File: config.mk
export PLATFORM = sky130hd
export DESIGN_NAME = mic_top
export DESIGN_NICKNAME = d
export VERILOG_FILES = /design/src/common/mic_pkg.sv /design/src/design/ir_operand_sel.sv /design/src/design/loop_counter.sv /design/src/design/mic_ctrl.sv /design/src/design/mic_top.sv /design/src/sequencer/addr_sel.sv /design/src/sequencer/ret_stack.sv
export VERILOG_INCLUDE_DIRS = /design/src /design/src/common
export SDC_FILE = /design/constraint.sdc
export NUM_CORES = 1
export LEC_CHECK = 0
export BUFFER_PORTS_ARGS = -buffer_cell sky130_fd_sc_hd__buf_2
export CAP_MARGIN = 0
export CORE_MARGIN = 1
export CORE_UTILIZATION = 52
export CTS_BUF_LIST = sky130_fd_sc_hd__clkbuf_4 sky130_fd_sc_hd__clkbuf_8
export CTS_CLUSTER_SIZE = 16
export DETAILED_ROUTE_END_ITERATION = 6
export PLACE_DENSITY = 0.76
export SYNTH_ARGS = -nofsm -noshare
export SYNTH_HDL_FRONTEND = slang
export SYNTH_SLANG_ARGS = --single-unit
File: constraint.sdc
create_clock -name mclk -period 3 [get_ports mclk]
set_input_delay 0.9 -clock mclk [delete_from_list [all_inputs] [get_ports mclk]]
set_output_delay 0.9 -clock mclk [all_outputs]
set_load 0.02 [all_outputs]
File: src/common/mic_defines.svh
`ifndef MIC_DEFINES_SVH
`define MIC_DEFINES_SVH

// Microsequencer widths

`define MIC_MA_W 13 // Micro-address

`define MIC_LC_W 6 // Loop counter

`define MIC_RA_W 4 // Register file address

`define MIC_IR_W 7 // Instruction latch

`define MIC_CD_W 16 // Data bus and control word

// Return stack

`define MIC_STACK_DEPTH 4 // Default number of entries

`endif

File: src/common/mic_pkg.sv
`default_nettype none

`include "mic_defines.svh"

package mic_pkg;

  typedef logic [`MIC_MA_W-1:0] maddr_t;  // Micro-address
  typedef logic [`MIC_LC_W-1:0] lcount_t; // Loop count
  typedef logic [`MIC_RA_W-1:0] raddr_t;  // Register file address
  typedef logic [`MIC_IR_W-1:0] ir_t;     // Latched instruction bits
  typedef logic [`MIC_CD_W-1:0] cdata_t;  // Data bus

  // Condition select codes
  // 0 zf, 1 cry, 2 ovf, 3 irq, 4 f11, 5 f15, 6 lcz, 7 always true
  typedef logic [2:0] cond_sel_t;

  typedef enum logic [2:0] {
    SEQ_CONT  = 3'd0,
    SEQ_JUMP  = 3'd1,
    SEQ_CJUMP = 3'd2,
    SEQ_CALL  = 3'd3,
    SEQ_RET   = 3'd4,
    SEQ_LOOP  = 3'd5 // Codes 6 and 7 act as continue
  } seq_op_t;

  typedef enum logic [1:0] {SRC_INC, SRC_TARGET, SRC_STACK} addr_src_t;

  typedef enum logic [1:0] {STK_HOLD, STK_POP, STK_PUSH} stack_op_t;

endpackage

`default_nettype wire

File: src/design/ir_operand_sel.sv
`default_nettype none

`include "mic_defines.svh"

module ir_operand_sel (
  input  wire                   mclk,
  input  wire                   reset,
  input  wire                   ld_ir,
  input  wire mic_pkg::cdata_t  cd,
  input  wire [1:0]             rasel,
  input  wire [1:0]             rbsel,
  input  wire mic_pkg::raddr_t  a_lit,
  input  wire mic_pkg::raddr_t  csrb,
  input  wire mic_pkg::raddr_t  pil,
  input  wire mic_pkg::lcount_t lc,
  output mic_pkg::ir_t          ir,
  output mic_pkg::raddr_t       laa,
  output mic_pkg::raddr_t       lba
);

  mic_pkg::raddr_t laa_nxt;
  mic_pkg::raddr_t lba_nxt;

  // A operand source
  always_comb begin
    case (rasel)
      2'd0:    laa_nxt = a_lit;
      2'd1:    laa_nxt = pil;   // Interrupt level
      2'd2:    laa_nxt = ir[6:3];
      default: laa_nxt = lc[3:0];
    endcase
  end

  // B operand source
  always_comb begin
    case (rbsel)
      2'd0:    lba_nxt = csrb;
      2'd1:    lba_nxt = {1'b0, ir[2:0]};
      2'd2:    lba_nxt = {1'b0, ir[5:3]};
      default: lba_nxt = lc[3:0];
    endcase
  end

  always_ff @(posedge mclk) begin
    if (reset) begin
      ir  <= '0;
      laa <= '0;
      lba <= '0;
    end else begin
      if (ld_ir) ir <= cd[`MIC_IR_W-1:0];
      laa <= laa_nxt; // Uses ir before this edge
      lba <= lba_nxt;
    end
  end

endmodule

`default_nettype wire

File: src/design/loop_counter.sv
`default_nettype none

module loop_counter (
  input  wire                   mclk,
  input  wire                   reset,
  input  wire                   ld_lc,
  input  wire mic_pkg::lcount_t load_val,
  input  wire                   lc_dec,
  output mic_pkg::lcount_t      lc,
  output logic                  lcz
);

  assign lcz = (lc == '0);

  // Load wins over decrement
  always_ff @(posedge mclk) begin
    if (reset) begin
      lc <= '0;
    end else if (ld_lc) begin
      lc <= load_val;
    end else if (lc_dec && !lcz) begin
      lc <= lc - 1'b1; // Stops at zero
    end
  end

endmodule

`default_nettype wire

File: src/design/mic_ctrl.sv
`default_nettype none

module mic_ctrl (
  input  wire                     mclk,
  input  wire                     reset,
  input  wire mic_pkg::seq_op_t   seq_op,
  input  wire mic_pkg::cond_sel_t cond_sel,
  input  wire                     cond_inv,
  input  wire                     zf,
  input  wire                     cry,
  input  wire                     ovf,
  input  wire                     irq,
  input  wire                     f11,
  input  wire                     f15,
  input  wire                     lcz,
  output mic_pkg::addr_src_t      addr_src,
  output mic_pkg::stack_op_t      stack_op,
  output logic                    lc_dec,
  output logic                    cond
);

  logic flag;     // Flag picked by cond_sel
  logic cond_now; // Condition for this cycle's branch

  always_comb begin
    case (cond_sel)
      3'd0:    flag = zf;
      3'd1:    flag = cry;
      3'd2:    flag = ovf;
      3'd3:    flag = irq;
      3'd4:    flag = f11;
      3'd5:    flag = f15;
      3'd6:    flag = lcz;
      default: flag = 1'b1; // Always true
    endcase
  end

  assign cond_now = flag ^ cond_inv;

  // Sequencer op decode
  always_comb begin
    addr_src = mic_pkg::SRC_INC;
    stack_op = mic_pkg::STK_HOLD;
    lc_dec   = 1'b0;
    case (seq_op)
      mic_pkg::SEQ_JUMP: addr_src = mic_pkg::SRC_TARGET;
      mic_pkg::SEQ_CJUMP: begin
        if (cond_now) addr_src = mic_pkg::SRC_TARGET;
      end
      mic_pkg::SEQ_CALL: begin
        addr_src = mic_pkg::SRC_TARGET;
        stack_op = mic_pkg::STK_PUSH;
      end
      mic_pkg::SEQ_RET: begin
        addr_src = mic_pkg::SRC_STACK;
        stack_op = mic_pkg::STK_POP;
      end
      mic_pkg::SEQ_LOOP: begin
        // Branch back and count down until the counter runs out
        if (!lcz) begin
          addr_src = mic_pkg::SRC_TARGET;
          lc_dec   = 1'b1;
        end
      end
      default: ; // Continue
    endcase
  end

  always_ff @(posedge mclk) begin
    if (reset) begin
      cond <= 1'b0;
    end else begin
      cond <= cond_now; // Registered copy for the outside
    end
  end

endmodule

`default_nettype wire

File: src/design/mic_top.sv
`default_nettype none

`include "mic_defines.svh"

module mic_top (
  input  wire                     mclk,
  input  wire                     reset,
  input  wire mic_pkg::seq_op_t   seq_op,
  input  wire mic_pkg::cdata_t    csbit,    // Jump field and A literal
  input  wire                     vect,
  input  wire mic_pkg::cond_sel_t cond_sel,
  input  wire                     cond_inv,
  input  wire                     zf,
  input  wire                     cry,
  input  wire                     ovf,
  input  wire                     irq,
  input  wire                     f11,
  input  wire                     f15,
  input  wire mic_pkg::cdata_t    cd,
  input  wire                     ld_lc,
  input  wire                     ld_ir,
  input  wire [1:0]               rasel,
  input  wire [1:0]               rbsel,
  input  wire mic_pkg::raddr_t    csrb,
  input  wire mic_pkg::raddr_t    pil,
  output mic_pkg::maddr_t         ma,
  output mic_pkg::raddr_t         laa,
  output mic_pkg::raddr_t         lba,
  output logic                    cond,
  output logic                    lcz,
  output logic                    deep
);

  mic_pkg::addr_src_t addr_src;
  mic_pkg::stack_op_t stack_op;
  logic               lc_dec;
  mic_pkg::maddr_t    ma_inc;    // Return address for calls
  mic_pkg::maddr_t    stack_top;
  mic_pkg::lcount_t   lc;
  mic_pkg::ir_t       ir;

  mic_ctrl ctrl_i (
    .mclk(mclk), .reset(reset), .seq_op(seq_op), .cond_sel(cond_sel),
    .cond_inv(cond_inv), .zf(zf), .cry(cry), .ovf(ovf), .irq(irq),
    .f11(f11), .f15(f15), .lcz(lcz), .addr_src(addr_src),
    .stack_op(stack_op), .lc_dec(lc_dec), .cond(cond)
  );

  addr_sel addr_sel_i (
    .mclk(mclk), .reset(reset), .addr_src(addr_src),
    .jmp_field(csbit[`MIC_MA_W-2:0]), .vect(vect), .ir(ir),
    .top(stack_top), .ma(ma), .ma_inc(ma_inc)
  );

  ret_stack ret_stack_i (
    .mclk(mclk), .reset(reset), .stack_op(stack_op),
    .push_addr(ma_inc), .top(stack_top), .deep(deep)
  );

  loop_counter loop_counter_i (
    .mclk(mclk), .reset(reset), .ld_lc(ld_lc),
    .load_val(cd[`MIC_LC_W-1:0]), .lc_dec(lc_dec), .lc(lc), .lcz(lcz)
  );

  ir_operand_sel ir_operand_sel_i (
    .mclk(mclk), .reset(reset), .ld_ir(ld_ir), .cd(cd),
    .rasel(rasel), .rbsel(rbsel), .a_lit(csbit[`MIC_CD_W-1:`MIC_CD_W-`MIC_RA_W]),
    .csrb(csrb), .pil(pil), .lc(lc), .ir(ir), .laa(laa), .lba(lba)
  );

endmodule

`default_nettype wire

File: src/sequencer/addr_sel.sv
`default_nettype none

`include "mic_defines.svh"

module addr_sel (
  input  wire                     mclk,
  input  wire                     reset,
  input  wire mic_pkg::addr_src_t addr_src,
  input  wire [`MIC_MA_W-2:0]     jmp_field, // Low control word bits
  input  wire                     vect,
  input  wire mic_pkg::ir_t       ir,
  input  wire mic_pkg::maddr_t    top,       // Return address
  output mic_pkg::maddr_t         ma,
  output mic_pkg::maddr_t         ma_inc
);

  mic_pkg::maddr_t target;
  mic_pkg::maddr_t ma_nxt;

  assign ma_inc = ma + 1'b1;

  // Vectored jumps take the low nibble from the instruction
  always_comb begin
    target = {1'b0, jmp_field};
    if (vect) target[3:0] = ir[3:0];
  end

  always_comb begin
    case (addr_src)
      mic_pkg::SRC_TARGET: ma_nxt = target;
      mic_pkg::SRC_STACK:  ma_nxt = top;
      default:             ma_nxt = ma_inc;
    endcase
  end

  always_ff @(posedge mclk) begin
    if (reset) begin
      ma <= '0;
    end else begin
      ma <= ma_nxt;
    end
  end

endmodule

`default_nettype wire

File: src/sequencer/ret_stack.sv
`default_nettype none

`include "mic_defines.svh"

module ret_stack #(
  parameter int DEPTH = `MIC_STACK_DEPTH
) (
  input  wire                     mclk,
  input  wire                     reset,
  input  wire mic_pkg::stack_op_t stack_op,
  input  wire mic_pkg::maddr_t    push_addr,
  output mic_pkg::maddr_t         top,
  output logic                    deep
);

  localparam int CNT_W = $clog2(DEPTH + 1);

  mic_pkg::maddr_t  stk [DEPTH]; // Entry 0 is the top
  logic [CNT_W-1:0] cnt;         // Fill count

  assign top  = stk[0];
  assign deep = (cnt == CNT_W'(DEPTH));

  always_ff @(posedge mclk) begin
    if (reset) begin
      for (int i = 0; i < DEPTH; i++) begin
        stk[i] <= '0;
      end
      cnt <= '0;
    end else begin
      case (stack_op)
        mic_pkg::STK_PUSH: begin
          stk[0] <= push_addr;
          for (int i = 1; i < DEPTH; i++) begin
            stk[i] <= stk[i-1]; // Bottom entry drops off
          end
          if (!deep) cnt <= cnt + 1'b1;
        end
        mic_pkg::STK_POP: begin
          for (int i = 0; i < DEPTH - 1; i++) begin
            stk[i] <= stk[i+1];
          end
          stk[DEPTH-1] <= '0; // Empty pop returns zero
          if (cnt != '0) cnt <= cnt - 1'b1;
        end
        default: ;
      endcase
    end
  end

endmodule

`default_nettype wire

# Word-level counts from Yosys, hierarchy flattened
# Memory sizes are Yosys's and may differ from the RTL's.
# Cells that the tools add are included.
classes:
  n_addsub: 4
  eq_ne: 22
  reduce_logical: 11
  bitwise_logic: 9
  muxes: 32
op_table:
  columns: ["cell", "count"]
  rows:
  - ["13-bit two-way mux", 8]
  - ["13-bit one-hot mux with 2 select lines", 1]
  - ["4-bit one-hot mux with 3 select lines", 2]
  - ["3-bit equality test, second input constant", 6]
  - ["13-bit by 1-bit adder with 13-bit output, second input constant", 1]
  - ["3-bit by 2-bit equality test with 1-bit output, second input constant", 4]
  - ["1-bit two-way mux", 12]
  - ["6-bit two-way mux", 2]
  - ["2-bit by 1-bit equality test with 1-bit output, second input constant", 4]
  - ["2-bit equality test, second input constant", 4]
  - ["1-bit OR", 8]
  - ["2-bit one-hot mux with 4 select lines", 1]
  - ["1-bit one-hot mux with 7 select lines", 1]
  - ["3-bit by 1-bit equality test with 1-bit output, second input constant", 2]
  - ["6-bit logical NOT", 1]
  - ["3-bit two-way mux", 2]
  - ["3-bit one-hot mux with 2 select lines", 1]
  - ["6-bit by 1-bit subtractor with 6-bit output, second input constant", 1]
  - ["2-bit logical NOT", 2]
  - ["4-bit two-way mux", 1]
  - ["2-bit one-hot mux with 2 select lines", 1]
  - ["2-bit nonzero test", 2]
  - ["3-bit by 1-bit adder with 3-bit output, second input constant", 1]
  - ["3-bit logical NOT", 1]
  - ["9 further kinds", 9]
word_totals:
  word_cells: 86
  mem_count: 1
  mem_bits_rw: 52
  regBits: 38
  input_bits: 62
memory_table:
  columns: ["memory", "depth", "width", "read_ports", "rd_ports_with_merged_regs", "wr", "line", "source"]
  rows:
  - ["ret_stack_i.stk", 4, 13, 4, 0, 4, "ret_stack.sv:18", "mic_pkg::maddr_t stk [DEPTH];"]

# Logic depth before layout (Yosys ltp)
# Gate-level depths: netlist of the first run.
logic_depth:
  depth_word: 8
  mapped_depth: 11
  ltp_nobuf: 11

# By module
# Synthesis of the first run repeated with hierarchy kept, for this count alone.
unflattened:
  hier_cells: 355
  area_unflattened_um2: 4244.1
modules_own_cells:
  columns: ["module", "seq_area_each_um2", "cells_per_inst", "n_inst", "area_per_inst_um2"]
  rows:
  - ["ret_stack", 1491.4, 158, 1, 2234.6]
  - ["addr_sel", 260.2, 92, 1, 852.1]
  - ["ir_operand_sel", 300.3, 48, 1, 636.9]
  - ["loop_counter", 120.1, 42, 1, 371.6]
  - ["mic_ctrl", 20.0, 15, 1, 148.9]

# Worst setup path after synthesis of the first run
# OpenSTA, ideal clock, no wires.
synth_timing:
  kind: "in2reg"
  from: "input port cond_sel[0]"
  to: "register addr_sel_i.ma[10]"
  required_time_ps: 2863
  stages: 8
  setup_time_ps: 137
  arrival_ps: 2727
  n_path_buf: 1
  slack_ps: 135
  cell_sequence: "mux4_2 o22ai_2 or4b_1 and4_1 ha_1 clkbuf_1 a221oi_1 a211oi_1"
synth_via:
  elab_chain_cells: 7
  word_cells_on_any_way: 14
  cone_classes: "8 x eq/ne; 4 x mux; 1 x bitwise; 1 x reduce/logical"
synth_lines:
  columns: ["element", "line", "source"]
  rows:
  - ["start: declaration", "mic_top.sv:11", "input wire mic_pkg::cond_sel_t cond_sel,"]
  - ["3-bit equality test (tied with other cells)", "mic_ctrl.sv:26", "case (cond_sel)"]
  - ["1-bit one-hot mux with 7 select lines (*)", "mic_ctrl.sv:26", null]
  - ["1-bit bitwise XOR (*)", "mic_ctrl.sv:38", "assign cond_now = flag ^ cond_inv;"]
  - ["1-bit two-way mux (*)", "mic_ctrl.sv:48", "if (cond_now) addr_src = mic_pkg::SRC_TARGET;"]
  - ["2-bit one-hot mux with 4 select lines (*)", "mic_ctrl.sv:45", "case (seq_op)"]
  - ["2-bit equality test / 2-bit by 1-bit equality test with 1-bit output (equally long branches)", "addr_sel.sv:29", "case (addr_src)"]
  - ["13-bit one-hot mux with 2 select lines (*)", "addr_sel.sv:29", null]
  - ["end signal: assignment", "addr_sel.sv:40", "ma <= ma_nxt;"]
  - ["end: declaration", "addr_sel.sv:13", "output mic_pkg::maddr_t ma,"]
# Every way passes the cells marked *; elsewhere a longest branch is shown, timed or not.
# A chain may end at the register's enable or synchronous reset.

# Worst setup path in the final report of the first run
layout_timing:
  from: "input port cond_sel[0]"
  to: "register addr_sel_i.ma[4]"
# Same word-level chain as after synthesis.

==> flow_summary_export.csv, run 1 <==
group,metric,value,unit
run_status,outcome,"completed",
clock_tree,clock_latency_at_the_later_pin_of_the_worst_skew_pair,0.37,ns
layout,final_layout_size_suffix_gt1_share,25.5,%
critical_path,rr_worst_depth,9,
grt,grt_max_degree,40,
layout,finalInstanceArea,5040,µm²
drt,routed_wl,10.3,mm
die,core_area,8180,µm²
timing,rsz0062_at_grt,"no",
clock_tree,cts.reportedPaths.clkPinSlew,0.09,ns
placement,placed_cell_area,4860,µm²
critical_path,arrival,3.07,ns
logic_synthesis,post_synth.cell_area_avg,10.6,µm²
critical_path,timing.setup.critical_path_class,"input pin to flip-flop",
clock_tree,holdBufCountCts,0,
placement,preCtsSetupSlack,-0.184,ns
layout,finish.net_count,550,
grt,grt_overflow_total,0,
clock_tree,cts_htree_levels,3,
placement,port_buf_inserts,76,
drt,route.vias.total,3581,
timing,finalCritPeriodShare,94.3,%
logic_synthesis,ys_async_sr_fraction,0,%
critical_path,crit_path_cell_trace,"buf_2, mux4_2, o22ai_2, or4b_1, and4_1, ha_1, a221oi_1, a211oi_1",
die,top_level_ports,86,
drt,antenna_left,0,
layout,antennaDiodeCount,0,
clock_tree,cts.sink_count,90,
pwr,ir_drop,332,µV
logic_synthesis,synth-edff-count,39,
die,floorplan.die_area,8770,µm²
critical_path,timing.critical_path.required,3.25,ns
clock_tree,cts_resized,0,
die,die_h,93.7,µm
grt,antenna_found_initial,0,
grt,grt_pass1_vias,3350,
pwr,pwr_dens,528,nW/µm²
min_path,timing.hold.worst_path_depth,2,
grt,global_route_wire_length_before_repair,16.9,mm
layout,final_cells,592,
pwr,power.share.combinational,16.1,%
logic_synthesis,synth_seq_cells,90,
logic_synthesis,synth_commonest_cells,"dfxtp_1, nor2_1, edfxtp_1, a22o_1, a21oi_1",
timing,final_max_slew_viol_count,0,
die,rows,33,
timing,final_critical_path_setup_slack,0.172,ns
pwr,switchingPower,0.000796,W
layout,area_growth,15.4,%
pwr,leakagePower,2.06,nW
clock_tree,clock_tree.buffer_depth,2,
timing,finalSetupViolCount,0,
timing,setup_total_negative_slack,0,ns
logic_synthesis,top_cell_type_by_total_area_after_synthesis,"edfxtp_1",
logic_synthesis,netlist_area_before_placement,4370,µm²
drt,dr.pass1.iters,5,
clock_tree,cts-root-buf,"clkbuf_8",
placement,routabilityCongestion,0.903,
drt,wl_per_cell,17.4,µm
pwr,seq_power_share,54.3,%
critical_path,critPathCaptureType,"flip-flop",
placement,dp_hpwl,7.53,mm
pwr,clkPwrFrac,29.6,%
logic_synthesis,synthesis.yosys.warnings,0,
placement,inst_count_dp,576,
timing,period_needed,2.83,ns
logic_synthesis,cell_with_the_most_instances_after_synthesis,"dfxtp_1",
critical_path,regToRegSetupSlack,0.22,ns
critical_path,slowest_delay,0.49,ns
pwr,switching_share,29.9,%
logic_synthesis,sequential_share_of_the_synthesized_area,50.2,%
die,die_w,93.7,µm
job,max_cap_violations,0,
logic_synthesis,mappedNetlistNets,479,
timing,maxClockFrequency,354,MHz
clock_tree,tritoncts.num_buffers,9,
timing,max_slew_margin,57.0,%
critical_path,launching_element_type_of_the_critical_path,"input pin",
logic_synthesis,synth-main-ff-cell,"dfxtp_1",
logic_synthesis,netlist.area_leader.share,26.8,%
pwr,cell_internal_pwr,0.00187,W
timing,worst_pin_slew,0.644,ns
clock_tree,post_cts_buffers,0,
logic_synthesis,netlist-cell-type-count,53,
timing,final_number_of_hold_violating_endpoints,0,
drt,route.detailed.drc,0,
logic_synthesis,synthesis.instances,411,
grt,grtUsageTotal,25.3,%
drt,route.detailed.vias_per_inst,6.05,
clock_tree,tritoncts,"built",
min_path,hold_wc_path_type,"flip-flop to flip-flop",
timing,skew,0.0104,ns
die,initial_standard_cell_utilization_of_the_core,53.4,%
drt,iteration_0_drc_markers,304,
layout,finalCoreUtilization,61.7,%
logic_synthesis,synthTopCellsByArea,"edfxtp_1, dfxtp_1, a22o_1, mux4_2, nor2_1",
critical_path,critical_path.max_fanout,13,
critical_path,crit_path_top_delay_cell,"or4b_1",
[cell families after synthesis]
logic type | after synthesis | share of synthesized area [%]
AOI/OAI and AO/OA | 100 | 16.9
buffers and inverters | 41 | 4.07
xor gates and xnor gates | 14 | 2.81
muxes | 23 | 7.82
and+or+nand+nor | 137 | 16.4
DFF | 90 | 50.2
adders and majority gates | 6 | 1.89
[critical path, delay by kind of cell]
family	cells	cell delay, ns
AO/OA/AOI/OAI	3	0.60
adder cells (fa/ha/maj)	1	0.40
buffers and inverters	1	0.12
multiplexers	1	0.34
AND/OR/NAND/NOR	2	0.70
[state kept, by name, summed over array words and instances, names as in the netlist]
name and count:
addr_sel_i.ma 13, ctrl_i.cond 1, ir_operand_sel_i.ir 7, ir_operand_sel_i.laa 4, ir_operand_sel_i.lba 4, loop_counter_i.lc 6
ret_stack_i.cnt 3, ret_stack_i.stk 52
[per-stage QoR]
step	total power (W)	hold WS (ns)
floorplan	0.00173	0.455
global placement	0.00188	0.490
detailed placement	0.00190	0.503
CTS	0.00267	0.524
global route	0.00277	0.554
finish	0.00266	0.521
[path summary, 6_finish.rpt]
check / startpoint / to
min: ret_stack_i.cnt[1] / ret_stack_i.cnt[1]
max: cond_sel[0] / addr_sel_i.ma[4]
max reg2reg: loop_counter_i.lc[0] / addr_sel_i.ma[4]
min reg2reg: ret_stack_i.cnt[1] / ret_stack_i.cnt[1]
[placed cells by master (no fill, tap or decap), types with 3 or more instances in the layout]
cell / Yosys / final
nor2b_1: 3 / 3
xor2_1: 8 / 8
inv_1: 13 / 13
mux4_2: 8 / 8
nor2_1: 45 / 43
buf_4: 2 / 11
nand3_1: 12 / 12
a22o_1: 29 / 29
o21a_1: 4 / 4
nor3_1: 7 / 7
dfxtp_1: 51 / 51
a211oi_1: 12 / 12
and2_1: 10 / 10
edfxtp_1: 39 / 39
mux2i_1: 9 / 9
nor4_1: 15 / 15
nand4_1: 7 / 7
a21oi_1: 22 / 22
o21ai_1: 9 / 9
clkbuf_8: 0 / 9
mux2_2: 5 / 5
xnor2_1: 6 / 6
and3_1: 4 / 4
nand2_1: 19 / 19
buf_2: 7 / 76
ha_1: 5 / 5
o21ai_0: 3 / 3
a221oi_1: 12 / 12
[per-layer routing]
layer,GRT usage [%],share of wire (%)
met5,0,0
met4,9.23,1.5
met3,4.29,7.6
met2,38.5,47
met1,36.3,44
[final cells by class]
class                           instances  area [µm²]
Clock inverter                          7        60.1
Fill cell                             695        3130
Multi-Input combinational cell        280        2000
Inverter                               13        48.8
Clock buffer                            9         124
Tap cell                              105         131
Timing Repair Buffer                   88         483
Sequential cell                        90        2190
[power groups by stage]
| stage | Sequential [W] | Combinational [W] | Clock, W |
|---|---|---|---|
| final | 0.00145 | 0.000428 | 0.000789 |
| after CTS | 0.00145 | 0.000428 | 0.000800 |
| after global placement | 0.00147 | 0.000414 | 0 |
| after global routing | 0.00146 | 0.000467 | 0.000850 |
| after floorplan | 0.00148 | 0.000242 | 0 |
| after detailed placement | 0.00147 | 0.000425 | 0 |
Power figures use the tool's default switching activity.
==> inputs of run 2 (changes only) <==
Settings changed: PLACE_DENSITY 0.76 to 0.81.
==> run 2 against run 1 <==
Against the previous run:
- global-route usage is 0.94 points higher
- non-clock buffer count is 1 lower
- setup slack better by 0.050 ns
- critical endpoint is now addr_sel_i.ma[10]
- combinational power hardly changed
- highest routed layer unchanged
- die area stayed put
- flip-flop and latch count stayed put
- cell area is 0.52% higher
- critical path depth stayed put
- clock power is 4.6% higher
- utilization is 0.32 points higher
- register-to-register slack better by 0.06 ns
==> flow_summary_export.csv, run 2 (synthesis gave the netlist of run 1 again) <==
group,metric,value,unit
run_status,outcome,"completed",
drt,wl_per_cell,18.0,µm
timing,skew,0.0175,ns
grt,grt_overflow_total,0,
clock_tree,cts.reportedPaths.clkPinSlew,0.10,ns
die,floorplan.die_area,8770,µm²
layout,final_cells,591,
timing,maxClockFrequency,360,MHz
timing,rsz0062_at_grt,"no",
clock_tree,cts-root-buf,"clkbuf_8",
timing,worst_pin_slew,0.698,ns
die,die_w,93.7,µm
die,rows,33,
critical_path,critPathCaptureType,"flip-flop",
die,top_level_ports,86,
timing,final_max_slew_viol_count,0,
placement,dp_hpwl,7.51,mm
pwr,pwr_dens,533,nW/µm²
layout,most_common_library_cell_in_the_layout_ignoring_fill_and_taps,"buf_2",
layout,area_growth,16.0,%
critical_path,launching_element_type_of_the_critical_path,"input pin",
drt,dr.pass1.iters,4,
die,initial_standard_cell_utilization_of_the_core,53.4,%
critical_path,timing.setup.critical_path_class,"input pin to flip-flop",
clock_tree,cts_htree_levels,3,
placement,routabilityCongestion,0.808,
timing,period_needed,2.78,ns
job,max_cap_violations,0,
placement,inst_count_dp,575,
layout,finalCoreUtilization,62.0,%
min_path,hold_wc_path_type,"flip-flop to flip-flop",
grt,antenna_found_initial,0,
timing,max_slew_margin,53.3,%
grt,global_route_wire_length_before_repair,17.6,mm
drt,routed_wl,10.7,mm
timing,finalCritPeriodShare,92.6,%
critical_path,arrival,3.05,ns
layout,antennaDiodeCount,0,
grt,grtUsageTotal,26.2,%
layout,reg_top3,"ret_stack_i.stk x52, addr_sel_i.ma x13, ir_operand_sel_i.ir x7",
clock_tree,holdBufCountCts,0,
pwr,leakagePower,2.07,nW
clock_tree,clock_tree.buffer_depth,2,
critical_path,timing.critical_path.required,3.27,ns
layout,final_layout_size_suffix_gt1_share,25.7,%
timing,finalSetupViolCount,0,
drt,route.vias.total,3608,
layout,finish.net_count,549,
drt,antenna_left,0,
die,die_h,93.7,µm
drt,route.detailed.vias_per_inst,6.10,
grt,grt_max_degree,40,
layout,top_library_cells_by_usage_in_the_layout_fill_and_taps_aside,"buf_2, dfxtp_1, nor2_1",
pwr,ir_drop,381,µV
layout,top_register,"ret_stack_i.stk",
critical_path,critical_path.max_fanout,12,
layout,largest_register_ff_count,52,
placement,port_buf_inserts,76,
clock_tree,tritoncts.num_buffers,9,
die,core_area,8180,µm²
clock_tree,tritoncts,"built",
clock_tree,clock_latency_at_the_later_pin_of_the_worst_skew_pair,0.36,ns
drt,route.detailed.drc,0,
grt,grt_pass1_vias,3507,
clock_tree,cts.sink_count,90,
timing,final_number_of_hold_violating_endpoints,0,
drt,iteration_0_drc_markers,308,
## run 2: layout make-up
type / count / area (µm²)
timing repair buffer: 87 / 488
clock inverter: 7 / 78.8
tap: 105 / 131
fill: 657 / 3110
inverter: 13 / 48.8
multi-input combinational: 280 / 2010
sequential: 90 / 2190
clock buffer: 9 / 124
## run 2: worst paths after layout
kind                                           start            endpoint  slack, ns  depth (start not counted)
worst min-delay path              ret_stack_i.cnt[1]  ret_stack_i.cnt[1]       0.51                          2
worst min register to register    ret_stack_i.cnt[1]  ret_stack_i.cnt[1]       0.51                          2
worst max-delay path                     cond_sel[0]   addr_sel_i.ma[10]       0.22                          8
worst max register to register  loop_counter_i.lc[0]   addr_sel_i.ma[10]       0.28                          9
## run 2: stage by stage
step / worst slack [ns] / hold slack (ns) / TNS, ns / instance area [µm²] / power, W
floorplan: 0.135 / 0.455 / 0 / 4370 / 0.00173
global placement: -0.163 / 0.487 / -1.13 / 4860 / 0.00188
detailed placement: -0.164 / 0.502 / -1.44 / 4860 / 0.00190
CTS: 0.208 / 0.516 / 0 / 5070 / 0.00270
global route: 0.0589 / 0.555 / 0 / 5070 / 0.00280
finish: 0.222 / 0.510 / 0 / 5070 / 0.00270
## run 2: routing by layer
layer	wire length, µm	share of wire [%]	global-route usage, %
met5	0	0	0
met4	117	1.1	8.72
met3	678	6.4	3.07
met2	5290	50	43.4
met1	4570	43	35.9
## run 2: worst max-delay path: stages
cell	delay, ns
buf_2	0.12
mux4_2	0.34
o22ai_2	0.10
or4b_1	0.49
nand4_1	0.14
ha_1	0.50
a221oi_1	0.18
a211oi_1	0.28
## run 2: where the power goes
part,switching [W],leakage (nW),total [W],internal [W]
clock,0.000496,0.102,0.000825,0.000330
sequential,0.0000802,0.835,0.00145,0.00137
combinational,0.000248,1.13,0.000431,0.000183
## run 2: what timing repair did
| item | in CTS | in global routing |
|---|---|---|
| setup endpoints to repair | 0 | 3 |
| resized for setup | 0 | 1 |
| setup buffers | 0 | 0 |
==> inputs of run 3 (changes only) <==
Settings changed: BUFFER_PORTS_ARGS -buffer_cell sky130_fd_sc_hd__buf_2 to -buffer_cell sky130_fd_sc_hd__buf_4, REMOVE_ABC_BUFFERS from default to 1.
==> run 3 against run 2 <==
Against the previous run:
- critical path depth up 1
- wire length up 4.1%
- clock power down 5.1%
- sequential share of layout area down 1.5 points
- power down 0.13%
- die area unchanged
- setup slack better by 0.091 ns
==> flow_summary_export.csv, run 3 (synthesis gave the netlist of run 1 again) <==
group,metric,value,unit
pwr,leakagePower,2.12,nW
clock_tree,cts.reportedPaths.clkPinSlew,0.09,ns
timing,maxClockFrequency,372,MHz
pwr,switching_share,29.4,%
pwr,switchingPower,0.000793,W
pwr,seq_power_share,53.5,%
layout,antennaDiodeCount,0,
pwr,finalPower,0.00270,W
layout,final_layout_size_suffix_gt1_share,26.1,%
pwr,clkPwrFrac,29.0,%
critical_path,timing.critical_path.required,3.23,ns
critical_path,timing.setup.critical_path_class,"input pin to flip-flop",
timing,final_number_of_hold_violating_endpoints,0,
clock_tree,cts_htree_levels,3,
grt,grt_overflow_total,0,
min_path,hp-start,"ret_stack_i.cnt[1]",
critical_path,critical_path.max_fanout,9,
min_path,holdPathEnd,"ret_stack_i.cnt[1]",
grt,grt_max_degree,40,
drt,antenna_left,0,
die,floorplan.die_area,8770,µm²
layout,finalInstanceArea,5250,µm²
timing,setup_total_negative_slack,0,ns
critical_path,worst_r2r_end,"addr_sel_i.ma[12]",
grt,grtUsageTotal,26.8,%
placement,placed_cell_area,5070,µm²
placement,routabilityCongestion,0.824,
timing,finalSetupViolCount,0,
die,top_level_ports,86,
pwr,ir_drop,285,µV
clock_tree,holdBufCountCts,0,
timing,rsz0062_at_grt,"no",
run_status,outcome,"completed",
timing,period_needed,2.69,ns
min_path,hold_wc_path_type,"flip-flop to flip-flop",
timing,skew,0.00977,ns
die,die_h,93.7,µm
die,rows,33,
timing,max_slew_margin,56.7,%
clock_tree,cts-root-buf,"clkbuf_8",
grt,grt_pass1_vias,3498,
clock_tree,clock_tree.buffer_depth,2,
critical_path,rr_worst_depth,10,
critical_path,critPathCaptureType,"flip-flop",
job,max_cap_violations,0,
layout,finalCoreUtilization,64.3,%
layout,reg_top3,"ret_stack_i.stk x52, addr_sel_i.ma x13, ir_operand_sel_i.ir x7",
pwr,power.share.combinational,17.5,%
die,core_area,8180,µm²
layout,top_register,"ret_stack_i.stk",
die,die_w,93.7,µm
clock_tree,clock_latency_at_the_later_pin_of_the_worst_skew_pair,0.36,ns
min_path,timing.hold.worst_path_depth,2,
die,initial_standard_cell_utilization_of_the_core,53.4,%
placement,port_buf_inserts,76,
drt,dr.pass1.iters,5,
pwr,cell_internal_pwr,0.00191,W
critical_path,regToRegSetupSlack,0.32,ns
clock_tree,post_cts_buffers,0,
drt,route.detailed.drc,0,
drt,route.vias.total,3689,
placement,dp_hpwl,7.72,mm
timing,worst_pin_slew,0.646,ns
layout,top_library_cells_by_usage_in_the_layout_fill_and_taps_aside,"buf_4, dfxtp_1, nor2_1",
critical_path,reg2reg_from,"loop_counter_i.lc[0]",
timing,final_max_slew_viol_count,0,
drt,route.detailed.vias_per_inst,6.20,
critical_path,launching_element_type_of_the_critical_path,"input pin",
grt,global_route_wire_length_before_repair,17.7,mm
grt,antenna_found_initial,0,
clock_tree,tritoncts.num_buffers,9,
layout,finish.net_count,553,
layout,area_growth,20.3,%
timing,finalCritPeriodShare,89.5,%
drt,routed_wl,11.1,mm
critical_path,arrival,2.92,ns
timing,hold-worst-slack,0.510,ns
drt,iteration_0_drc_markers,332,
layout,most_common_library_cell_in_the_layout_ignoring_fill_and_taps,"buf_4",
layout,largest_register_ff_count,52,
clock_tree,cts_resized,0,
clock_tree,tritoncts,"built",
clock_tree,cts.sink_count,90,
pwr,pwr_dens,514,nW/µm²
drt,wl_per_cell,18.6,µm
[run 3: critical path: stages]
cell	delay [ns]
buf_4	0.10
mux4_2	0.50
o22ai_2	0.19
or4b_1	0.15
nand4_1	0.10
ha_1	0.36
buf_4	0.19
nand2_1	0.07
o311ai_0	0.36
[run 3: stage by stage]
stage | cells | setup slack [ns]
after floorplan | 383 | -0.212
after global placement | 579 | -0.00879
after detailed placement | 579 | -0.0591
after CTS | 595 | 0.322
after global routing | 595 | 0.167
final | 595 | 0.314
[run 3: power groups by stage]
| stage | Clock, W | Sequential, W | Combinational, W |
|---|---|---|---|
| after floorplan | 0 | 0.00148 | 0.000220 |
| after global placement | 0 | 0.00147 | 0.000455 |
| after detailed placement | 0 | 0.00147 | 0.000469 |
| after CTS | 0.000787 | 0.00144 | 0.000471 |
| after global routing | 0.000835 | 0.00146 | 0.000509 |
| final | 0.000783 | 0.00145 | 0.000473 |
[run 3: final cells by class]
type | count | area, µm²
clock buffer | 10 | 131
clock inverter | 6 | 51.3
inverter | 13 | 48.8
multi-input combinational | 280 | 2000
fill | 666 | 2920
timing repair buffer | 91 | 696
sequential | 90 | 2190
tap | 105 | 131
[run 3: layer usage]
layer	global-route usage [%]	routed length, µm	vias to the layer above
li1	-	-	1701
met1	35.4	4630	1788
met2	44.2	5450	185
met3	6.23	866	15
met4	7.56	134	0
met5	0	0	-
[run 3: how the worst max path moves through the flow]
stage | cells after the start | end | slack, ns | from
after floorplan | 8 | addr_sel_i.ma[12] | -0.21 | seq_op[1]
after global placement | 8 | addr_sel_i.ma[5] | -0.009 | cond_sel[0]
after detailed placement | 9 | addr_sel_i.ma[9] | -0.06 | cond_sel[0]
after CTS | 8 | addr_sel_i.ma[9] | 0.32 | cond_sel[0]
after global routing | 11 | addr_sel_i.ma[12] | 0.17 | loop_counter_i.lc[0]
final | 9 | addr_sel_i.ma[12] | 0.31 | cond_sel[0]
